`src/bench/program.hex`:
```
// one 32-bit instruction per line, @ sets the word index (byte address / 4)
// words 0x00 on configure and loop, word 0x80 + 4*i is handler i at byte 0x200 + 16*i
@000
// csrrwi to the configs: source 0 prio 1, source 1 prio 2, source 2 prio 3, all enabled
7D01D073
7D12D073
7D23D073
// source 3 prio 2, enable bit left clear
7D325073
// main loop reads the level into x2, counts in x1
7E002173
00108093
FF9FF06F
// handler i writes i + 1 to pins_out, then mret
@080
7C00D073
30200073
@084
7C015073
30200073
@088
7C01D073
30200073
@08C
7C025073
30200073

```
`src/design/core_pkg.sv`:
```
// shared types for the rv32 subset core; rom depth, irq count and csr map are fixed, not overridable
`default_nettype none

package core_pkg;

  // widths with a meaning of their own
  typedef logic [31:0] word_t;
  typedef logic [9:0] imem_addr_t;
  typedef logic [4:0] reg_addr_t;
  typedef logic [11:0] csr_addr_t;
  // level 0 is thread level, priority 0 never interrupts
  typedef logic [1:0] prio_t;

  localparam int NUM_IRQ = 4;
  typedef logic [NUM_IRQ-1:0] irq_vec_t;
  typedef logic [$clog2(NUM_IRQ)-1:0] irq_idx_t;

  // 256 words, hex path relative to the run directory
  localparam int ROM_WORDS = 256;
  localparam string ROM_FILE = "/design/src/bench/program.hex";
  // one return slot per level above thread
  localparam int STACK_DEPTH = 3;

  // handler i at base + 16*i
  localparam imem_addr_t IRQ_VECTOR_BASE = 10'h200;
  localparam csr_addr_t CSR_PINS_OUT = 12'h7C0;
  localparam csr_addr_t CSR_IRQ_CFG_BASE = 12'h7D0;
  localparam csr_addr_t CSR_IRQ_LEVEL = 12'h7E0;

  // major opcodes of the subset
  localparam logic [6:0] OPC_OP = 7'b0110011;
  localparam logic [6:0] OPC_OP_IMM = 7'b0010011;
  localparam logic [6:0] OPC_BRANCH = 7'b1100011;
  localparam logic [6:0] OPC_JAL = 7'b1101111;
  localparam logic [6:0] OPC_SYSTEM = 7'b1110011;
  localparam word_t MRET_INSTR = 32'h3020_0073;

  // zero members double as the no-op decode
  typedef enum logic [1:0] {alu_add, alu_sub, alu_pass_b} alu_op_t;
  typedef enum logic [1:0] {br_none, br_eq, br_ne, br_always} branch_op_t;
  typedef enum logic [1:0] {wb_alu, wb_csr, wb_pc_plus_4} wb_sel_t;
  typedef enum logic [1:0] {csr_none, csr_write, csr_set, csr_clear} csr_op_t;

  typedef struct packed {
    reg_addr_t  rs1;
    reg_addr_t  rs2;
    reg_addr_t  rd;
    logic       rd_we;
    word_t      imm;
    logic       use_imm;
    alu_op_t    alu_op;
    branch_op_t branch_op;
    wb_sel_t    wb_sel;
    csr_op_t    csr_op;
    csr_addr_t  csr_addr;
    logic       csr_zimm;
    logic       mret;
  } ctrl_t;

  // broadcast to every csr holder each cycle
  typedef struct packed {
    csr_op_t   op;
    csr_addr_t addr;
    word_t     wdata;
  } csr_req_t;

  // write, set and clear as used by every csr holder
  function automatic word_t csr_apply(csr_op_t op, word_t old, word_t wdata);
    case (op)
      csr_write: return wdata;
      csr_set:   return old | wdata;
      csr_clear: return old & ~wdata;
      default:   return old;
    endcase
  endfunction

endpackage

`default_nettype wire

```
`src/design/clic_entry.sv`:
```
// one interrupt source; config bit 0 enable, bits 2:1 priority, upper config bits read as zero
`timescale 1ns/1ns
`default_nettype none

module clic_entry import core_pkg::*; (
  input  logic      clk,
  input  logic      rst,
  input  csr_req_t  csr_req,
  input  csr_addr_t cfg_addr,
  input  logic      req_sync,
  input  logic      take,
  output logic      pending,
  output prio_t     prio,
  output word_t     cfg,
  output logic      ack
);

  logic [2:0] cfg_q;
  word_t cfg_next;

  assign cfg_next = csr_apply(csr_req.op, cfg, csr_req.wdata);

  always_ff @(posedge clk) begin
    if (rst) begin
      cfg_q <= '0;
    end else if (csr_req.addr == cfg_addr) begin
      cfg_q <= cfg_next[2:0];
    end
  end

  // four-phase handshake with the device
  always_ff @(posedge clk) begin
    if (rst) begin
      pending <= 1'b0;
      ack <= 1'b0;
    end else if (take) begin
      pending <= 1'b0;
      ack <= 1'b1;
    end else if (ack) begin
      // hold ack until req is seen low
      if (!req_sync) ack <= 1'b0;
    end else begin
      // withdrawn req or disable drops pending
      pending <= req_sync && cfg_q[0];
    end
  end

  assign prio = cfg_q[2:1];
  assign cfg = word_t'(cfg_q);

endmodule

`default_nettype wire

```
`config.mk`:
```
export PLATFORM = sky130hd
export DESIGN_NAME = clic_entry
export DESIGN_NICKNAME = d
export VERILOG_FILES = /design/src/design/core_pkg.sv /design/src/design/clic_entry.sv
export SDC_FILE = /design/constraint.sdc
export NUM_CORES = 1
export LEC_CHECK = 0
export BUFFER_PORTS_ARGS = -buffer_cell sky130_fd_sc_hd__buf_2
export CAP_MARGIN = 40
export CORE_MARGIN = 2
export CORE_UTILIZATION = 29
export CTS_BUF_LIST = sky130_fd_sc_hd__clkbuf_4
export DETAILED_ROUTE_END_ITERATION = 6
export GPL_TIMING_DRIVEN = 0
export PLACE_DENSITY = 0.81
export SYNTH_ARGS = -nofsm -noshare
export SYNTH_HDL_FRONTEND = slang
export SYNTH_SLANG_ARGS = --single-unit
```
`constraint.sdc`:
```
create_clock -name clk -period 1.45 [get_ports clk]
set_input_delay 0.29 -clock clk [delete_from_list [all_inputs] [get_ports clk]]
set_output_delay 0.29 -clock clk [all_outputs]
set_load 0.1 [all_outputs]
```
==> results of run 1 <==
==> layout make-up <==
cell class              instances  area (um2)  area share
plain buffers                  31         233       0.234
flip-flops and latches          5         103       0.103
repair buffers                 39         195       0.196
well taps                      27        33.8      0.0340
clock buffers                   4        30.0      0.0302
multi-input cells              68         388       0.390
inverters                       3        11.3      0.0113
==> worst max path at each step <==
stage                     cells after the start          from  slack (ps)        to
after floorplan                               4      cfg_q[0]          40   pending
after global placement                        5  cfg_addr[11]         -30  cfg_q[2]
after detailed placement                      5   cfg_addr[2]         -80  cfg_q[1]
after CTS                                     2      cfg_q[2]          60   prio[1]
after global routing                          2      cfg_q[2]          40   prio[1]
final                                         2      cfg_q[2]          70   prio[1]
==> layout by cell type (no fill, tap or decap) <==
cell and count:
buf_2 39, buf_4 31, conb_1 29, xnor2_1 11, nand3_1 4, clkbuf_4 4, inv_1 3, nand2b_1 3
nor4_1 3, nand2_1 3, nand3b_1 3, o32ai_1 3, dfxtp_1 3, nor2_1 2, a21oi_1 2, dfxtp_2 2
xnor2_2 1, nand4_1 1, o2111ai_1 1, or4_4 1, nor3_1 1
==> power groups by stage <==
stage	Clock [uW]	Combinational [uW]	Sequential (uW)
floorplan	0	441	157
global placement	0	511	144
detailed placement	0	516	144
CTS	194	517	141
global route	202	543	141
finish	187	519	142
==> layer usage <==
metal | wire length [um] | part of all wire | vias up | track usage
met2 | 714 | 0.50 | 45 | 0.206
met1 | 509 | 0.36 | 265 | 0.118
met3 | 185 | 0.13 | 2 | 0.0506
met5 | 0 | 0 | - | 0
met4 | 8 | 0.0056 | 0 | 0.0541
li1 | - | - | 347 | -
==> flip-flops by register name, indices dropped and copies added (netlist names) <==
register and count:
cfg_q 3, ack 1, pending 1
==> kinds of logic after synthesis <==
family / synth area share
buffers and inverters: 0.389
other: 0.00598
XOR/XNOR: 0.180
flip-flops: 0.160
AND/OR/NAND/NOR: 0.194
AO/OA/AOI/OAI: 0.0719
==> stage by stage <==
step	setup WS, ps	area, um2	cells
2_1_floorplan	36.1	734	107
3_3_place_gp	-34.5	963	173
3_5_place_dp	-78.0	963	173
4_1_cts	58.9	993	177
5_1_grt	36.7	993	177
6_report	66.4	993	177
==> results by group, run 1 <==
Clock network
  – CTS Hold Bufs: 0
  – Insertion delay to the later sink of the worst-skew pair: 250 ps
  – CTS buffer count: 3
  – Clock sinks: 5
  – Clock-pin slew on the worst setup and hold paths: 50 ps
  – CTS tree: yes
  – Post-cts sizing count: 0
  – Post-CTS Setup Inserts: 0
  – H-tree lvl count: 1
  – Root buffer cell: clkbuf_4
  – Clock buffer depth: 2

Routing
  – TritonRoute pass-1 iters: 4
  – Drt via density: 3.72
  – Antenna Violating Nets Remaining: 0
  – Vias: 659
  – Drt drc: 0
  – Starting DRT DRC Count: 8
  – Post-Route WL: 1.42 mm
  – Drt wl/cell: 8.01 um

Pwr
  – VDD IR-drop max: 0.437 mV
  – Internal: 383 uW
  – Clk pwr share: 0.221
  – Sequential power share: 0.167
  – P_leak: 0.000554 uW
  – PD cells: 854 nW/um2
  – Power Total: 848 uW
  – Switching power: 465 uW
  – Switching fraction of total power: 0.549
  – Combinational power share: 0.612

Setup path
  – Crit path buf inv count: 2
  – WS Path Type: register to output pin
  – Element type at the critical path start: register
  – Critical-path cell list: buf_4 > buf_2
  – Worst r2r src: cfg_q[1]
  – Crit path max fanout: 3
  – Flop2flop setup slack: 690 ps
  – Reg2reg end: cfg_q[1]
  – CP arrival: 1090 ps
  – Slowest cell delay on critical path: 410 ps
  – Worst r2r path cells: 2
  – Critical path endpoint category: output pin
  – Critical Path RT: 1160 ps
  – Cell family with most CP delay: buffers and inverters
  – Slowest CP cell: buf_2

Status
  – Status: finished, final reports clean

Logic synthesis
  – Cell taking the most area after synthesis: buf_4
  – Yosys cell types: 18
  – Synthesis-stage register bit count: 5
  – Top post-synthesis cells by area: buf_4 (37%), dfxtp_1 (16%), xnor2_1 (15%), o32ai_1 (4.2%), nand3b_1 (3.6%)
  – Top_reg_cell synth: dfxtp_1
  – Synthesized area: 627 um2
  – Yosys top cell area share: 0.371
  – Commonest cells in the synthesized netlist: buf_4 (31), xnor2_1 (11), dfxtp_1 (5)
  – Mean Syn Cell Area: 7.93 um2
  – Cells after Synth: 79
  – Sequential cell area fraction in the yosys report: 0.160
  – Count leader, synth: buf_4
  – Number of synthesized flops with an enable pin: 0
  – Post-synth ARST share: 0
  – Ys Warns: 0

Cells and area
  – Final net count: 213
  – Fin util: 0.496
  – Layout cells sized above 1: 0.520
  – Layout overhead on the synthesized area: 58.5%
  – Fillers: 215
  – N_diodes: 0

Timing
  – Tmin final: 1380 ps
  – Final Hold Vio Count: 0
  – Hold WS: 231 ps
  – RSZ-0062 raised after global routing: false
  – Final setup TNS: 0 ps
  – Clock skew: 1.78 ps
  – Final setup viols: 0
  – Final Cycle Share: 0.954
  – Final Slew Violations: 0
  – F_max: 723 MHz

Global routing
  – First-pass GRT wire length: 2.27 mm
  – Aggregate global routing overflow: 0
  – Antenna violations before repair: 0
  – Largest net degree at the start of global routing: 9
  – Vias in the first global route: 639
  – GRT Total Usage: 0.117

Floorplan
  – Ports: 98
  – Core area: 2000 um2
  – Die height: 50.5 um
  – Die X: 50.5 um
  – Die Area: 2550 um2
  – Core Rows: 16
  – Initial Utilization: 0.313

Hold path
  – Hold path depth: 2
  – Hold_sp: take
  – Hold WC Path Type: input pin to register
  – Hold endpoint: pending

Flow run
  – Max_cap viols: 0

Placement
  – Post-DP HPWL: 1.30 mm
  – Port bufs: 39
  – GP Congestion: 0.787
(Power assumes the default switching activity.)
==> run 2, diff against run 1 <==
--- a/config.mk
+++ b/config.mk
@@ -12,7 +12,7 @@
 export CTS_BUF_LIST = sky130_fd_sc_hd__clkbuf_4
 export DETAILED_ROUTE_END_ITERATION = 6
 export GPL_TIMING_DRIVEN = 0
-export PLACE_DENSITY = 0.81
+export PLACE_DENSITY_LB_ADDON = 0.2
 export SYNTH_ARGS = -nofsm -noshare
 export SYNTH_HDL_FRONTEND = slang
 export SYNTH_SLANG_ARGS = --single-unit
==> run 2 against run 1 <==
Worst setup slack better by 18 ps. Cell count unchanged. Worst hold slack worse by 9.9 ps. Clock-buffer cell count unchanged. Sequential share of layout area unchanged. Clock skew down 1.7 ps. Fmax up 1.3%. Power down 0.88%. Register-to-register slack better by 30 ps. Largest cell class unchanged.
==> results by group, run 2 (synthesis results as in run 1) <==
Floorplan
  – Core Rows: 16 (unchanged)
  – Die height: 50.5 um (unchanged)
  – Core area: 2000 um2 (unchanged)
  – Initial Utilization: 0.313 (unchanged)
  – Ports: 98 (unchanged)
  – Die X: 50.5 um (unchanged)
  – Die Area: 2550 um2 (unchanged)

Timing
  – Hold WS: 221 ps (-9.89 ps)
  – RSZ-0062 raised after global routing: false
  – Final setup viols: 0 (unchanged)
  – F_max: 732 MHz (+1.3%)
  – Final Slew Violations: 0 (unchanged)
  – Final Hold Vio Count: 0 (unchanged)
  – Final Cycle Share: 0.942 (-0.0125)
  – Clock skew: 0.0893 ps (-1.69 ps)
  – Tmin final: 1370 ps (-18.1 ps)
  – PnR worst setup slack: 84.5 ps (+18.1 ps)

Flow run
  – Max_cap viols: 0 (unchanged)

Routing
  – DRT met1 WL: 482 um (-5.3%)
  – Routed wl met2: 612 um (-14%)
  – Vias: 629 (-4.6%)
  – Drt via density: 3.55 (-4.6%)
  – Drt wl/cell: 7.18 um (-10%)
  – Starting DRT DRC Count: 4 (-4)
  – Wire length on met3: 151 um (-18%)
  – TritonRoute pass-1 iters: 2 (-2)
  – Uppermost layer routed: met4
  – Drt drc: 0 (unchanged)
  – Antenna Violating Nets Remaining: 0 (unchanged)
  – Post-Route WL: 1.27 mm (-10%)

Clock network
  – H-tree lvl count: 1 (unchanged)
  – CTS Hold Bufs: 0 (unchanged)
  – Insertion delay to the later sink of the worst-skew pair: 240 ps (about the same)
  – Clock buffer depth: 2 (unchanged)
  – CTS buffer count: 3 (unchanged)
  – Root buffer cell: clkbuf_4
  – Post-CTS Setup Inserts: 0 (unchanged)
  – Post-cts sizing count: 0 (unchanged)
  – CTS tree: yes
  – Clock sinks: 5 (unchanged)
  – Clock-pin slew on the worst setup and hold paths: 40 ps (about the same)

Pwr
  – P_leak: 0.000554 uW (unchanged)
  – VDD IR-drop max: 0.422 mV (-3.4%)
  – Power Total: 840 uW (-0.88%)
  – PD cells: 846 nW/um2 (-0.88%)

Setup path
  – Critical path endpoint category: output pin
  – WS Path Type: register to output pin
  – Worst r2r path cells: 2 (unchanged)
  – CP arrival: 1080 ps (about the same)
  – Element type at the critical path start: register
  – Critical Path RT: 1160 ps (about the same)
  – Crit path max fanout: 3 (unchanged)

Global routing
  – Aggregate global routing overflow: 0 (unchanged)
  – Largest net degree at the start of global routing: 9 (unchanged)
  – GRT Total Usage: 0.0945 (-0.0226)
  – Antenna violations before repair: 0 (unchanged)
  – Vias in the first global route: 494 (-23%)
  – First-pass GRT wire length: 1.84 mm (-19%)

Cells and area
  – Most frequent cells in the layout: buf_2 (39), buf_4 (31), conb_1 (29)
  – Max reg flops: 3 (unchanged)
  – Commonest non-fill, non-tap cell in the layout: buf_2
  – Layout overhead on the synthesized area: 58.5% (unchanged)
  – Final net count: 213 (unchanged)
  – N_diodes: 0 (unchanged)
  – Finished Layout Cells: 177 (unchanged)
  – Fin util: 0.496 (unchanged)
  – Top Registers: cfg_q (3), ack (1), pending (1)
  – Largest Register: cfg_q
  – Layout cells sized above 1: 0.520 (unchanged)

Status
  – Status: finished, final reports clean

Placement
  – GP Congestion: 0.677 (-14%)
  – DP Cell Count: 173 (unchanged)
  – Pre-CTS WS: -95.4 ps (-17.3 ps)
  – Post-DP HPWL: 1.18 mm (-8.8%)
  – Port bufs: 39 (unchanged)

Hold path
  – Hold path depth: 2 (unchanged)
  – Hold WC Path Type: input pin to register
==> run 2: layout make-up <==
cell class                      instances  area [um2]
Tap cell                               27        33.8
Sequential cell                         5         103
Timing Repair Buffer                   39         195
Clock buffer                            4        30.0
Fill cell                             208        1010
Inverter                                3        11.3
Buffer                                 31         233
Multi-Input combinational cell         68         388
==> run 2: worst paths after layout <==
kind | from | end | slack, ps
setup / recovery | cfg_q[1] | prio[0] | 80
hold / removal | take | pending | 220
setup reg to reg | cfg_q[0] | cfg_q[0] | 720
hold reg to reg | cfg_q[2] | cfg_q[2] | 480
==> run 2: metrics by stage <==
| step | cell area, um2 | setup TNS (ps) |
|---|---|---|
| after floorplan | 734 | 0 |
| after global placement | 963 | -165 |
| after detailed placement | 963 | -275 |
| after CTS | 993 | 0 |
| after global routing | 993 | 0 |
| final | 993 | 0 |
==> run 2: per-layer routing <==
layer	GRT usage	vias up
li1	-	346
met1	0.101	242
met2	0.158	38
met3	0.0357	3
met4	0.0541	0
met5	0	-
==> run 2: worst max-delay path, stage by stage, from the launching register on <==
cell and delay (ps):
dfxtp_2 330, buf_4 90, buf_2 410
==> run 2: power breakdown <==
group | internal [uW] | switching, uW
clock network | 123 | 58.2
registers | 140 | 1.63
logic | 120 | 398
total | 382 | 458
==> run 3, diff against run 2 <==
--- a/config.mk
+++ b/config.mk
@@ -13,6 +13,7 @@
 export DETAILED_ROUTE_END_ITERATION = 6
 export GPL_TIMING_DRIVEN = 0
 export PLACE_DENSITY_LB_ADDON = 0.2
+export REMOVE_ABC_BUFFERS = 1
 export SYNTH_ARGS = -nofsm -noshare
 export SYNTH_HDL_FRONTEND = slang
 export SYNTH_SLANG_ARGS = --single-unit
==> run 3 against run 2 <==
Via count is 12% lower. Fmax is 2.7% higher. Power is 8.0% lower. Sequential power hardly changed. Largest cell class is now multi-input combinational cells.
==> results by group, run 3 (synthesis results as in run 1) <==
Status
  – Status: finished, final reports clean

Setup path
  – Critical path endpoint category: output pin
  – Crit path from: ack
  – Worst r2r path cells: 2 (unchanged)
  – Element type at the critical path start: register
  – Reg2reg end: cfg_q[2]
  – WS Path Type: register to output pin
  – Worst r2r src: cfg_q[2]
  – Critical Path RT: 1160 ps (about the same)
  – Crit path max fanout: 4 (+1)
  – Slowest cell delay on critical path: 440 ps (+30 ps)
  – Crit path buf inv count: 1 (-1)
  – CP arrival: 1040 ps (-40 ps)
  – Critical-path cell list: buf_2
  – Slowest CP cell: buf_2
  – Cell family with most CP delay: buffers and inverters
  – Flop2flop setup slack: 690 ps (-30 ps)

Placement
  – GP Congestion: 0.697 (+3.0%)
  – Port bufs: 39 (unchanged)
  – Post-DP HPWL: 1.03 mm (-13%)

Routing
  – Wire length on met3: 178 um (+18%)
  – Starting DRT DRC Count: 4 (unchanged)
  – Drt via density: 3.80 (+7.0%)
  – Vias: 555 (-12%)
  – Routed wl met2: 504 um (-18%)
  – Drt wl/cell: 7.73 um (+7.8%)
  – Drt drc: 0 (unchanged)
  – DRT met1 WL: 446 um (-7.5%)
  – Uppermost layer routed: met3
  – Post-Route WL: 1.13 mm (-11%)
  – TritonRoute pass-1 iters: 4 (+2)
  – Antenna Violating Nets Remaining: 0 (unchanged)

Clock network
  – Clock sinks: 5 (unchanged)
  – H-tree lvl count: 1 (unchanged)
  – Clock-pin slew on the worst setup and hold paths: 40 ps (about the same)
  – CTS buffer count: 3 (unchanged)
  – CTS Hold Bufs: 0 (unchanged)
  – CTS tree: yes
  – Insertion delay to the later sink of the worst-skew pair: 240 ps (about the same)
  – Clock buffer depth: 2 (unchanged)
  – Post-cts sizing count: 0 (unchanged)
  – Root buffer cell: clkbuf_4
  – Post-CTS Setup Inserts: 0 (unchanged)

Global routing
  – GRT Total Usage: 0.0972 (+0.00273)
  – Antenna violations before repair: 0 (unchanged)
  – First-pass GRT wire length: 1.95 mm (+6.0%)
  – Aggregate global routing overflow: 0 (unchanged)
  – Vias in the first global route: 498 (+0.81%)
  – Largest net degree at the start of global routing: 9 (unchanged)

Floorplan
  – Die X: 50.5 um (unchanged)
  – Die Area: 2550 um2 (unchanged)
  – Core Rows: 16 (unchanged)
  – Ports: 98 (unchanged)
  – Die height: 50.5 um (unchanged)
  – Core area: 2000 um2 (unchanged)
  – Initial Utilization: 0.313 (unchanged)

Cells and area
  – Layout cells sized above 1: 0.378 (-0.142)
  – Fillers: 235 (+13%)
  – Most frequent cells in the layout: buf_2 (39), conb_1 (29), xnor2_1 (11)
  – Area of the multi-input gates: 388 um2 (unchanged)
  – Commonest non-fill, non-tap cell in the layout: buf_2
  – Top Registers: cfg_q (3), ack (1), pending (1)
  – Layout overhead on the synthesized area: 21.0%
  – Final net count: 182 (-15%)
  – FF+latch area: 100 um2 (-2.4%)
  – Max reg flops: 3 (unchanged)
  – Largest Register: cfg_q
  – N_diodes: 0 (unchanged)

Timing
  – F_max: 752 MHz (+2.7%)
  – Hold WS: 229 ps (+7.39 ps)
  – Final Cycle Share: 0.917 (-0.0245)
  – Final setup viols: 0 (unchanged)
  – Clock skew: 0.950 ps (+0.861 ps)
  – Final Slew Violations: 0 (unchanged)
  – Final Hold Vio Count: 0 (unchanged)
  – Tmin final: 1330 ps (-35.6 ps)
  – RSZ-0062 raised after global routing: false

Hold path
  – Hold_sp: take
  – Hold endpoint: pending
  – Hold path depth: 2 (unchanged)
  – Hold WC Path Type: input pin to register

Pwr
  – Internal: 329 uW (-14%)
  – Clk pwr share: 0.228 (+0.013)
  – Switching fraction of total power: 0.575 (+0.0296)
  – Combinational power share: 0.589 (-0.027)
  – PD cells: 1020 nW/um2 (+20%)
  – Sequential power share: 0.183 (+0.015)
  – Power Total: 773 uW (-8.0%)
  – VDD IR-drop max: 0.356 mV (-16%)
  – P_leak: 0.000384 uW (-31%)
  – Switching power: 444 uW (-3.0%)

Flow run
  – Max_cap viols: 0 (unchanged)
[run 3: worst max-delay path by stage]
stage	endpoint	slack (ps)	cells past startpoint
2_1_floorplan	cfg_q[1]	-580	2
3_3_place_gp	cfg_q[2]	-50	5
3_5_place_dp	cfg_q[2]	-90	5
4_1_cts	ack	110	1
5_1_grt	cfg_q[0]	20	5
6_report	ack	120	1
[run 3: routing by layer]
layer	track usage	vias up
met5	0	-
met4	0.0405	0
met3	0.0179	0
met2	0.164	50
met1	0.120	219
li1	-	286
[run 3: power by group through the flow]
stage / Clock [uW] / Combinational, uW / Sequential, uW
finish: 176 / 455 / 142
global route: 196 / 475 / 141
CTS: 187 / 455 / 141
detailed placement: 0 / 455 / 144
global placement: 0 / 452 / 144
floorplan: 0 / 379 / 157
[run 3: per-stage QoR]
step                      setup TNS [ps]  setup slack (ps)  std cells  cell area [um2]   util
after floorplan                    -2800              -585         76              499      -
after detailed placement            -213             -85.4        142              728  0.364
after global routing                   0              18.9        146              758  0.379
final                                  0               120        146              758  0.379
after CTS                              0               107        146              758  0.379
after global placement              -150             -52.4        142              728  0.364
[run 3: layout make-up]
cell class,count,share of cell area
well taps,27,0.0446
clock buffers,4,0.0396
inverters,3,0.0149
multi-input cells,68,0.512
flip-flops and latches,5,0.132
repair buffers,39,0.257
[run 3: worst register-to-register path, cell delays in order (launching register included)]
cell     delay (ps)
dfxtp_1         340
inv_1            50
o32ai_1         280
