===== src/bench/program.hex =====
// one 32-bit instruction per line, @ sets the word index (byte address / 4)
// words 0x00 on configure and loop, word 0x80 + 4*i is handler i at byte 0x200 + 16*i
@000
// csrrwi to the configs: source 0 prio 1, source 1 prio 2, source 2 prio 3, all enabled
7D01D073
7D12D073
7D23D073
// source 3 prio 2, enable bit left clear
7D325073
// main loop reads the level into x2, counts in x1
7E002173
00108093
FF9FF06F
// handler i writes i + 1 to pins_out, then mret
@080
7C00D073
30200073
@084
7C015073
30200073
@088
7C01D073
30200073
@08C
7C025073
30200073


===== src/design/core_pkg.sv =====
// shared types for the rv32 subset core; rom depth, irq count and csr map are fixed, not overridable
`default_nettype none

package core_pkg;

  // widths with a meaning of their own
  typedef logic [31:0] word_t;
  typedef logic [9:0] imem_addr_t;
  typedef logic [4:0] reg_addr_t;
  typedef logic [11:0] csr_addr_t;
  // level 0 is thread level, priority 0 never interrupts
  typedef logic [1:0] prio_t;

  localparam int NUM_IRQ = 4;
  typedef logic [NUM_IRQ-1:0] irq_vec_t;
  typedef logic [$clog2(NUM_IRQ)-1:0] irq_idx_t;

  // 256 words, hex path relative to the run directory
  localparam int ROM_WORDS = 256;
  localparam string ROM_FILE = "/design/src/bench/program.hex";
  // one return slot per level above thread
  localparam int STACK_DEPTH = 3;

  // handler i at base + 16*i
  localparam imem_addr_t IRQ_VECTOR_BASE = 10'h200;
  localparam csr_addr_t CSR_PINS_OUT = 12'h7C0;
  localparam csr_addr_t CSR_IRQ_CFG_BASE = 12'h7D0;
  localparam csr_addr_t CSR_IRQ_LEVEL = 12'h7E0;

  // major opcodes of the subset
  localparam logic [6:0] OPC_OP = 7'b0110011;
  localparam logic [6:0] OPC_OP_IMM = 7'b0010011;
  localparam logic [6:0] OPC_BRANCH = 7'b1100011;
  localparam logic [6:0] OPC_JAL = 7'b1101111;
  localparam logic [6:0] OPC_SYSTEM = 7'b1110011;
  localparam word_t MRET_INSTR = 32'h3020_0073;

  // zero members double as the no-op decode
  typedef enum logic [1:0] {alu_add, alu_sub, alu_pass_b} alu_op_t;
  typedef enum logic [1:0] {br_none, br_eq, br_ne, br_always} branch_op_t;
  typedef enum logic [1:0] {wb_alu, wb_csr, wb_pc_plus_4} wb_sel_t;
  typedef enum logic [1:0] {csr_none, csr_write, csr_set, csr_clear} csr_op_t;

  typedef struct packed {
    reg_addr_t  rs1;
    reg_addr_t  rs2;
    reg_addr_t  rd;
    logic       rd_we;
    word_t      imm;
    logic       use_imm;
    alu_op_t    alu_op;
    branch_op_t branch_op;
    wb_sel_t    wb_sel;
    csr_op_t    csr_op;
    csr_addr_t  csr_addr;
    logic       csr_zimm;
    logic       mret;
  } ctrl_t;

  // broadcast to every csr holder each cycle
  typedef struct packed {
    csr_op_t   op;
    csr_addr_t addr;
    word_t     wdata;
  } csr_req_t;

  // write, set and clear as used by every csr holder
  function automatic word_t csr_apply(csr_op_t op, word_t old, word_t wdata);
    case (op)
      csr_write: return wdata;
      csr_set:   return old | wdata;
      csr_clear: return old & ~wdata;
      default:   return old;
    endcase
  endfunction

endpackage

`default_nettype wire


===== src/design/clic_arbiter.sv =====
// nested priority arbiter; no take in an mret cycle, mret at thread level keeps the sequential pc
`timescale 1ns/1ns
`default_nettype none

module clic_arbiter import core_pkg::*; (
  input  logic                     clk,
  input  logic                     rst,
  input  csr_req_t                 csr_req,
  input  irq_vec_t                 pending,
  input  prio_t [NUM_IRQ-1:0]      prio_bus,
  input  word_t [NUM_IRQ-1:0]      cfg_bus,
  input  word_t                    pins_rdata,
  input  logic                     mret,
  input  imem_addr_t               pc_normal,
  output irq_vec_t                 take,
  output imem_addr_t               pc_next,
  output word_t                    csr_rdata
);

  prio_t level_q;
  // return pcs and the level each interrupt preempted
  imem_addr_t ret_pc [STACK_DEPTH];
  prio_t prev_level [STACK_DEPTH];
  logic [1:0] sp_q;
  logic [1:0] top;
  logic win_valid;
  logic take_valid;
  irq_idx_t win_idx;
  prio_t win_prio;
  logic pop;

  // strictly above current level, lowest index wins a tie
  always_comb begin
    win_valid = 1'b0;
    win_idx = '0;
    win_prio = level_q;
    for (int i = 0; i < NUM_IRQ; i++) begin
      if (pending[i] && prio_bus[i] > win_prio) begin
        win_valid = 1'b1;
        win_idx = irq_idx_t'(i);
        win_prio = prio_bus[i];
      end
    end
  end

  assign take_valid = win_valid && !mret;
  assign take = take_valid ? irq_vec_t'(1) << win_idx : '0;
  assign top = sp_q - 2'd1;
  assign pop = mret && sp_q != 2'd0;

  // redirect to vector, or back to the preempted pc
  always_comb begin
    if (take_valid) pc_next = IRQ_VECTOR_BASE + (imem_addr_t'(win_idx) << 4);
    else if (pop) pc_next = ret_pc[top];
    else pc_next = pc_normal;
  end

  always_ff @(posedge clk) begin
    if (rst) begin
      level_q <= '0;
      sp_q <= '0;
    end else if (take_valid) begin
      level_q <= win_prio;
      sp_q <= sp_q + 2'd1;
    end else if (pop) begin
      level_q <= prev_level[top];
      sp_q <= top;
    end
  end

  // the instruction in the take cycle completes, so pc_normal is pushed
  always_ff @(posedge clk) begin
    if (take_valid) begin
      ret_pc[sp_q] <= pc_normal;
      prev_level[sp_q] <= level_q;
    end
  end

  // readback of the old value, zero for unmapped addresses
  always_comb begin
    csr_rdata = '0;
    if (csr_req.op != csr_none) begin
      for (int i = 0; i < NUM_IRQ; i++) begin
        if (csr_req.addr == CSR_IRQ_CFG_BASE + csr_addr_t'(i)) csr_rdata = cfg_bus[i];
      end
      if (csr_req.addr == CSR_IRQ_LEVEL) csr_rdata = word_t'(level_q);
      if (csr_req.addr == CSR_PINS_OUT) csr_rdata = pins_rdata;
    end
  end

endmodule

`default_nettype wire


===== config.mk =====
export PLATFORM = sky130hd
export DESIGN_NAME = clic_arbiter
export DESIGN_NICKNAME = d
export VERILOG_FILES = /design/src/design/core_pkg.sv /design/src/design/clic_arbiter.sv
export SDC_FILE = /design/constraint.sdc
export NUM_CORES = 1
export LEC_CHECK = 0
export BUFFER_PORTS_ARGS = -buffer_cell sky130_fd_sc_hd__buf_2
export CAP_MARGIN = 5
export CORE_AREA = 5 5 104 106
export CTS_BUF_LIST = sky130_fd_sc_hd__clkbuf_4 sky130_fd_sc_hd__clkbuf_8
export DETAILED_ROUTE_END_ITERATION = 6
export DIE_AREA = 0 0 109 111
export PLACE_DENSITY = 0.81
export RECOVER_POWER = 25
export SLEW_MARGIN = 20
export SYNTH_ARGS = -nofsm -noshare
export SYNTH_HDL_FRONTEND = slang
export SYNTH_SLANG_ARGS = --single-unit

===== constraint.sdc =====
create_clock -name clk -period 14.5 [get_ports clk]
set_clock_uncertainty 0.1 [all_clocks]
set_input_delay 2.175 -clock clk [delete_from_list [all_inputs] [get_ports clk]]
set_output_delay 2.175 -clock clk [all_outputs]
set_load 0.1 [all_outputs]

==> summary.md, run 1 <==
| Metric | Value |
|---|---|
| Relative slew slack | 41.1% |
| Max Fclk | 101 MHz |
| Worst setup EP type | output port |
| Sink Count | 40 |
| Setup-failing EPs final | 0 |
| Top_reg_cell synth | edfxtp_1 |
| P_leak | 2.19 nW |
| Power Total | 0.618 mW |
| Hold Path Origin | level_q[0] |
| Layout area overhead | 36.5% |
| # rows | 36 |
| CTS Buf Count | 5 |
| GRT overflow | 0 |
| Area of the multi-input gates | 0.00217 mm^2 |
| GRT Resource Usage Total | 20.2% |
| Place WS | 4.67 ns |
| R2R cell count | 25 |
| Vias | 4275 |
| Mux cell area share after synthesis | 4.43% |
| Post-Synth XOR/XNOR Area | 0.242% |
| Cell area after placement | 0.00481 mm^2 |
| Post-Route WL | 13000 um |
| Fin crit period | 9.88 ns |
| # Post-CTS Setup Buffers | 0 |
| Initial Utilization | 37.3% |
| WHS | 0.471 ns |
| CTS clock-pin slew for the worst setup and hold paths | 0.07 ns |
| Avg Inst Size Synth | 8.29 um^2 |
| Crit Reg-Reg Endpoint | ret_pc[0][4] |
| HPWL after DPL | 10400 um |
| CP arrival | 7.60 ns |
| Fin cells | 793 |
| Syn Inst Count | 436 |
| Max FO, Critical Path | 15 |
| Horiz. Die Dim | 109 um |
| Die Area | 0.0121 mm^2 |
| Synthesized area | 0.00361 mm^2 |
| CP max stage delay | 0.45 ns |
| Routed len/inst | 16.4 um |
| Tcrit/Tclk final | 68.1% |
| Fraction of the mapped netlist area in adder cells | 3.39% |
| Worst-case clock buffer depth | 2 |
| Synth Register Bits | 40 |
| Synth cell types | 56 |
| Max IR drop VDD | 0.000131 V |
| Hold Vio Cnt, Final | 0 |
| Vias in the first global route | 4058 |
| Max Slew Vio Count | 0 |
| Max_cap viols | 0 |
| First-pass GRT wire length | 19800 um |
| Post-route ant nets | 0 |
| CTS Hold Bufs | 0 |
| Setup WS post-layout | 4.62 ns |
| Critical Path RT | 12.23 ns |
| Worst setup SP type | input pin |
| Critical Path Source | prio_bus[0] |
| Initial antenna violation count | 2 |
| Commonest non-fill, non-tap cells in the layout | buf_2 (236), a21oi_1 (76), nor2_1 (67) |
| Worst-margin pin slew | 0.883 ns |
| Port bufs | 244 |
| Dpl cells | 783 |
| Placer Congestion | 0.918 |
| Status | completed |
| Vias per std cell | 5.39 |
| H-tree depth | 2 |
| Register area | 0.00116 mm^2 |
| R2R Path Start | level_q[1] |
| Drt pass-1 iters | 5 |
| Worst setup path category | input pin to output port |
| Hold depth | 0 |
| EDFF count, synth | 36 |
| Final core utilization | 50.9% |
| Hold EP | prev_level[1][0] |
| Seq/Total Area, Yosys | 32.1% |
| Largest family of logic cells by synthesized area | compound AO/OA/AOI/OAI gates |
| IO Pins | 277 |
| Sum Neg Setup Slack | 0 ns |
| Post-CTS Resized | 0 |
| Root Buffer | clkbuf_8 |
| Layout cells sized above 1 | 44.6% |
| Fill count | 937 |
| Pwr dens | 125 mW/mm^2 |
| Simple-Gate Fraction of Synth Area | 17.3% |
| Most common cell after layout, fill and taps aside | buf_2 |
| Layout net count | 898 |
| # DRC | 0 |
| Slowest cell on crit path | buf_2 |
| Async S/R FF share, synth | 0% |
| DIE HEIGHT | 111 um |
| DRT iter0 DRCs | 320 |
| Design area | 0.00493 mm^2 |
| Pin count of the biggest net entering global routing | 36 |
| Worst reg2reg setup slack | 8.28 ns |
| Hold Crit Class | flip-flop to flip-flop |
| CTS tree | yes |
| Clock Latency Late Sink | 0.29 ns |
| Unrepaired setup endpoints after global routing | false |
| Compound-Gate Fraction of Synth Area | 34.0% |
| Yosys warning count | 0 |
| Syn_nets | 676 |
| Core area | 0.00968 mm^2 |
[how the worst max path moves through the flow]
stage,end,slack [ns],depth (start not counted)
after floorplan,take[0],4.29,26
after global placement,pc_next[4],4.81,28
after detailed placement,pc_next[4],4.67,28
after CTS,pc_next[4],4.67,28
after global routing,pc_next[4],4.10,28
final,pc_next[4],4.62,28
[sequential cells by signal, summed over array words and instances (netlist names)]
name and count:
prev_level 6, level_q 2, sp_q 2, ret_pc 30
[cell usage after synthesis, types with 5 or more instances]
| cell type | instances | area share, % |
|---|---|---|
| o211ai_1 | 5 | 1.0 |
| o21ai_0 | 9 | 1.2 |
| a211oi_1 | 12 | 2.5 |
| o21ai_1 | 30 | 4.2 |
| ha_1 | 9 | 3.1 |
| a21oi_1 | 76 | 11 |
| a221o_2 | 30 | 9.3 |
| edfxtp_1 | 36 | 30 |
| clkbuf_8 | 5 | 1.9 |
| inv_1 | 12 | 1.2 |
| nor2_1 | 68 | 7.1 |
| buf_6 | 5 | 1.6 |
| nand2_1 | 41 | 4.3 |
| buf_2 | 5 | 0.69 |
| mux2i_1 | 16 | 4.4 |
| clkbuf_1 | 13 | 1.4 |
[worst max-delay path: cells and delay by family]
kind / cells / cell delay, ns
mux: 1 / 0.28
buf+inv: 5 / 0.88
compound gates: 12 / 2.12
fa+ha+maj: 4 / 1.10
simple gates: 6 / 1.05
[cell families (layout without fill, tap and decap cells)]
group	count (synthesis)	count (layout)
compound gates	184	184
simple gates	136	136
other cells	0	1
mux	16	16
xor+xnor	1	1
flops	40	40
fa+ha+maj	10	10
buf+inv	49	272
[final cells by class]
cell class | instances | share of cell area [%]
timing repair buffer | 251 | 25.8
tap | 133 | 3.37
multi-input combinational | 347 | 44.0
clock buffer | 5 | 1.39
clock inverter | 3 | 0.862
antenna | 1 | 0.0507
sequential | 40 | 23.5
inverter | 13 | 0.989
[power by group]
part	switching, mW	internal [mW]
Clock	0.0373	0.0508
Combinational	0.254	0.101
Sequential	0.0195	0.156
[per-layer routing]
| layer | vias to the layer above | share of wire, % | global-route usage (%) |
|---|---|---|---|
| met5 | - | 0.085 | 0 |
| met4 | 2 | 2.2 | 6.14 |
| met3 | 25 | 7.8 | 4.08 |
| met2 | 200 | 52 | 35.7 |
| met1 | 1963 | 38 | 24.1 |
| li1 | 2085 | - | - |
Power figures use the tool's default switching activity.
==> inputs of run 2 (changes only) <==
--- a/config.mk
+++ b/config.mk
@@ -7,11 +7,11 @@
 export LEC_CHECK = 0
 export BUFFER_PORTS_ARGS = -buffer_cell sky130_fd_sc_hd__buf_2
 export CAP_MARGIN = 5
-export CORE_AREA = 5 5 104 106
+export CORE_AREA = 5 5 105 107
 export CTS_BUF_LIST = sky130_fd_sc_hd__clkbuf_4 sky130_fd_sc_hd__clkbuf_8
 export DETAILED_ROUTE_END_ITERATION = 6
-export DIE_AREA = 0 0 109 111
-export PLACE_DENSITY = 0.81
+export DIE_AREA = 0 0 110 112
+export PLACE_DENSITY = 0.8
 export RECOVER_POWER = 25
 export SLEW_MARGIN = 20
 export SYNTH_ARGS = -nofsm -noshare
==> constraint.sdc (replaced) <==
create_clock -name clk -period 9.5 [get_ports clk]
set_clock_uncertainty 0.1 [all_clocks]
set_input_delay 1.425 -clock clk [delete_from_list [all_inputs] [get_ports clk]]
set_output_delay 1.425 -clock clk [all_outputs]
set_load 0.1 [all_outputs]
==> summary.md, run 2 (synthesis gave the netlist of run 1 again) <==
| Metric | Value |
|---|---|
| Status | completed |
| Worst setup EP type | output port |
| Vias per std cell | 5.35 |
| R2R cell count | 25 |
| Die Area | 0.0123 mm^2 |
| P_sw | 0.472 mW |
| Max Fclk | 118 MHz |
| Worst-case clock buffer depth | 2 |
| # Post-CTS Setup Buffers | 0 |
| Clock Latency Late Sink | 0.29 ns |
| Layout cells sized above 1 | 44.6% |
| Slowest cell on crit path | buf_2 |
| CTS Hold Bufs | 0 |
| End point of the critical path | pc_next[4] |
| HPWL after DPL | 10300 um |
| Max_cap viols | 0 |
| CTS Buf Count | 5 |
| Most common cell after layout, fill and taps aside | buf_2 |
| # DRC | 0 |
| Hold Crit Class | flip-flop to flip-flop |
| Commonest non-fill, non-tap cells in the layout | buf_2 (236), a21oi_1 (76), nor2_1 (67) |
| Unrepaired setup endpoints after global routing | false |
| Routed len/inst | 16.1 um |
| Pint | 0.484 mW |
| Critical Path RT | 7.98 ns |
| Post-CTS Resized | 0 |
| Sum Neg Setup Slack | 0 ns |
| Tcrit/Tclk final | 89.5% |
| Post-Route WL | 12800 um |
| # rows | 37 |
| Layout net count | 898 |
| Port bufs | 244 |
| Post-route ant nets | 0 |
| Drt pass-1 iters | 6 |
| CTS clock-pin slew for the worst setup and hold paths | 0.07 ns |
| Placer Congestion | 0.881 |
| Core area | 0.0100 mm^2 |
| Crit Reg-Reg Endpoint | ret_pc[0][2] |
| GRT overflow | 0 |
| First-pass GRT wire length | 19800 um |
| Power Total | 0.956 mW |
| Root Buffer | clkbuf_8 |
| Setup-failing EPs final | 0 |
| R2R Path Start | level_q[1] |
| Horiz. Die Dim | 110 um |
| Pwr dens | 193 mW/mm^2 |
| Registers with the most flip-flops | ret_pc: 30 flops, prev_level: 6 flops |
| Vias | 4261 |
| H-tree depth | 2 |
| GRT Resource Usage Total | 19.7% |
| Hold Vio Cnt, Final | 0 |
| CTS tree | yes |
| DIE HEIGHT | 112 um |
| Clk pwr share | 15.3% |
| Initial Utilization | 36.0% |
| Vias in the first global route | 4211 |
| IO Pins | 277 |
| Initial antenna violation count | 1 |
| Max reg flops | 30 |
| Max Slew Vio Count | 0 |
| Critical Path Source | prio_bus[0] |
| Max IR drop VDD | 0.000187 V |
| DRT iter0 DRCs | 270 |
| Worst setup path category | input pin to output port |
| Combinational group share of total power | 56.7% |
| Largest Register | ret_pc |
| CP arrival | 6.98 ns |
| Worst-margin pin slew | 0.878 ns |
| Reg power frac | 28.0% |
| P_leak | 2.20 nW |
| CP max stage delay | 0.45 ns |
| Worst setup SP type | input pin |
| Fin crit period | 8.50 ns |
| Sw frac | 49.3% |
| Sink Count | 40 |
| Pin count of the biggest net entering global routing | 36 |
| Relative slew slack | 41.4% |
| Max FO, Critical Path | 15 |
| Layout area overhead | 37.0% |
| Worst reg2reg setup slack | 3.10 ns |
## run 2: worst min path at each step
stage | from | to | cells after the start
global placement | level_q[1] | prev_level[2][1] | 0
detailed placement | level_q[1] | prev_level[2][1] | 0
global route | level_q[0] | prev_level[1][0] | 0
CTS | level_q[1] | prev_level[2][1] | 0
floorplan | level_q[0] | prev_level[0][0] | 0
finish | level_q[0] | prev_level[1][0] | 0
## run 2: layer usage
| metal | share of wire (%) | global-route usage, % | wire (um) | vias to the layer above |
|---|---|---|---|---|
| li1 | - | - | - | 2082 |
| met1 | 38 | 23.1 | 4820 | 1941 |
| met2 | 52 | 35.6 | 6680 | 212 |
| met3 | 7.9 | 4.12 | 1020 | 26 |
| met4 | 2.0 | 5.49 | 262 | 0 |
| met5 | 0 | 0 | 0 | - |
## run 2: worst max-delay path: cells and delay by family
family / cells / cell delay, ns
and+or+nand+nor: 6 / 1.05
AOI/OAI and AO/OA: 12 / 2.21
adders and majority gates: 4 / 1.11
buffers and inverters: 5 / 0.89
muxes: 1 / 0.28
## run 2: final cells by class
type	count	area (um^2)
flip-flops and latches	40	1160
fillers	992	5090
clock buffers	7	96.3
clock inverters	1	30.0
well taps	136	170
repair buffers	251	1270
multi-input cells	347	2170
inverters	13	48.8
diodes	1	2.50
## run 2: power by group through the flow
stage | Sequential (mW) | Combinational (mW) | Clock (mW)
3_5_place_dp | 0.272 | 0.541 | 0
6_report | 0.268 | 0.542 | 0.146
4_1_cts | 0.268 | 0.543 | 0.149
3_3_place_gp | 0.270 | 0.526 | 0
5_1_grt | 0.271 | 0.588 | 0.157
2_1_floorplan | 0.252 | 0.434 | 0
## run 2: per-stage QoR
step	area (um^2)	setup WS [ns]	hold WS (ns)	utilization, %	std cells
2_1_floorplan	3610	0.794	0.407	-	436
3_3_place_gp	4820	1.31	0.466	48.0	786
5_1_grt	4950	0.564	0.511	49.3	796
6_report	4950	1.00	0.485	49.3	796
3_5_place_dp	4820	1.04	0.466	48.0	786
4_1_cts	4940	1.03	0.485	49.2	794
==> inputs of run 3 (changes only) <==
--- a/config.mk
+++ b/config.mk
@@ -7,11 +7,10 @@
 export LEC_CHECK = 0
 export BUFFER_PORTS_ARGS = -buffer_cell sky130_fd_sc_hd__buf_2
 export CAP_MARGIN = 5
-export CORE_AREA = 5 5 105 107
-export CTS_BUF_LIST = sky130_fd_sc_hd__clkbuf_4 sky130_fd_sc_hd__clkbuf_8
+export CORE_AREA = 5 5 103 105
 export DETAILED_ROUTE_END_ITERATION = 6
-export DIE_AREA = 0 0 110 112
-export PLACE_DENSITY = 0.8
+export DIE_AREA = 0 0 108 110
+export PLACE_DENSITY = 0.82
 export RECOVER_POWER = 25
 export SLEW_MARGIN = 20
 export SYNTH_ARGS = -nofsm -noshare
==> summary.md, run 3 (synthesis gave the netlist of run 1 again) <==
| Metric | Value |
|---|---|
| # Post-CTS Setup Buffers | 0 |
| CTS tree | yes |
| Registers with the most flip-flops | ret_pc: 30 flops, prev_level: 6 flops |
| Critical Path RT | 7.98 ns |
| R2R cell count | 25 |
| Worst setup SP type | input pin |
| Design area | 0.00493 mm^2 |
| Layout net count | 897 |
| Pin count of the biggest net entering global routing | 36 |
| Worst-case clock buffer depth | 2 |
| Register area | 0.00116 mm^2 |
| Metal2 WL | 6840 um |
| Max IR drop VDD | 0.000176 V |
| # DRC | 0 |
| # rows | 36 |
| Max Fclk | 117 MHz |
| Root Buffer | clkbuf_8 |
| Final core utilization | 51.6% |
| Max reg flops | 30 |
| Placer Congestion | 0.870 |
| CTS clock-pin slew for the worst setup and hold paths | 0.08 ns |
| Commonest non-fill, non-tap cells in the layout | buf_2 (236), a21oi_1 (76), nor2_1 (67) |
| Status | completed |
| Hold Vio Cnt, Final | 0 |
| HPWL after DPL | 10400 um |
| Dpl cells | 782 |
| Core area | 0.00955 mm^2 |
| Port bufs | 244 |
| Area of the multi-input gates | 0.00218 mm^2 |
| Fill count | 951 |
| Tcrit/Tclk final | 89.6% |
| Reg power frac | 28.5% |
| Highest routing layer actually used | met4 |
| WL met3 | 1260 um |
| Sum Neg Setup Slack | 0 ns |
| Crit Reg-Reg Endpoint | ret_pc[2][2] |
| Worst-margin pin slew | 0.878 ns |
| End point of the critical path | pc_next[4] |
| Clk pwr share | 13.8% |
| R2R Path Start | level_q[1] |
| CTS Buf Count | 5 |
| Max Slew Vio Count | 0 |
| Setup-failing EPs final | 0 |
| Slowest cell on crit path | buf_2 |
| CP max stage delay | 0.45 ns |
| Pwr dens | 190 mW/mm^2 |
| CP arrival | 6.99 ns |
| Worst reg2reg setup slack | 3.16 ns |
| Pint | 0.468 mW |
| CTS Hold Bufs | 0 |
| Combinational group share of total power | 57.7% |
| First-pass GRT wire length | 19400 um |
| H-tree depth | 2 |
| Layout area overhead | 36.3% |
| Post-CTS Resized | 0 |
| Max FO, Critical Path | 15 |
| Power Total | 0.938 mW |
| GRT Resource Usage Total | 20.3% |
| Max_cap viols | 0 |
| Cell area after placement | 0.00481 mm^2 |
| Sink Count | 40 |
| Worst setup path category | input pin to output port |
| Hold Crit Class | flip-flop to flip-flop |
| GRT overflow | 0 |
| Fin crit period | 8.52 ns |
| Worst setup EP type | output port |
| Unrepaired setup endpoints after global routing | false |
| Initial Utilization | 37.9% |
| P_sw | 0.470 mW |
| P_leak | 2.19 nW |
| Layout cells sized above 1 | 44.2% |
| Met1 WL | 4900 um |
| Vias | 4350 |
| Horiz. Die Dim | 108 um |
| Initial antenna violation count | 2 |
| Post-route ant nets | 0 |
| Vias per std cell | 5.49 |
| Drt pass-1 iters | 5 |
| Routed len/inst | 16.7 um |
| Sw frac | 50.1% |
| DRT iter0 DRCs | 278 |
| Largest Register | ret_pc |
| Clock Latency Late Sink | 0.29 ns |
| Relative slew slack | 41.4% |
| Die Area | 0.0119 mm^2 |
| DIE HEIGHT | 110 um |
| Vias in the first global route | 4160 |
| Most common cell after layout, fill and taps aside | buf_2 |
| Post-Route WL | 13200 um |
| Critical Path Source | prio_bus[0] |
| Fin cells | 793 |
| IO Pins | 277 |
[run 3: layout make-up]
type	count	area share, %
flip-flops and latches	40	23.6
well taps	133	3.38
diodes	2	0.102
inverters	13	0.990
clock inverters	3	0.762
clock buffers	5	1.40
multi-input cells	347	44.2
repair buffers	250	25.6
[run 3: through the flow]
stage | setup WS, ns | hold slack (ns)
floorplan | 0.794 | 0.407
detailed placement | 1.11 | 0.467
global route | 0.526 | 0.504
global placement | 1.34 | 0.464
finish | 0.984 | 0.483
CTS | 1.08 | 0.486
[run 3: routing by layer]
layer,vias to the layer above,global-route usage [%]
met5,-,0
met4,0,6.40
met3,29,5.01
met2,247,36.4
met1,1993,24.0
li1,2081,-
[run 3: how the worst min path moves through the flow]
stage                       end        from  depth (start not counted)  slack (ns)
2_1_floorplan  prev_level[0][0]  level_q[0]                          0        0.41
3_3_place_gp   prev_level[2][1]  level_q[1]                          0        0.46
3_5_place_dp   prev_level[1][0]  level_q[0]                          0        0.47
4_1_cts        prev_level[0][1]  level_q[1]                          0        0.49
5_1_grt        prev_level[1][0]  level_q[0]                          0        0.50
6_report       prev_level[1][0]  level_q[0]                          0        0.48
[run 3: power by group through the flow]
stage	Combinational, mW	Sequential (mW)	Clock (mW)
final	0.541	0.268	0.129
after global placement	0.525	0.270	0
after floorplan	0.434	0.252	0
after detailed placement	0.539	0.272	0
after CTS	0.541	0.268	0.132
after global routing	0.584	0.273	0.139
[run 3: worst max-delay path: cells and delay by family]
| kind | cells | cell delay [ns] |
|---|---|---|
| AOI/OAI and AO/OA | 12 | 2.22 |
| adders and majority gates | 4 | 1.09 |
| and+or+nand+nor | 6 | 1.07 |
| buffers and inverters | 5 | 0.89 |
| muxes | 1 | 0.28 |
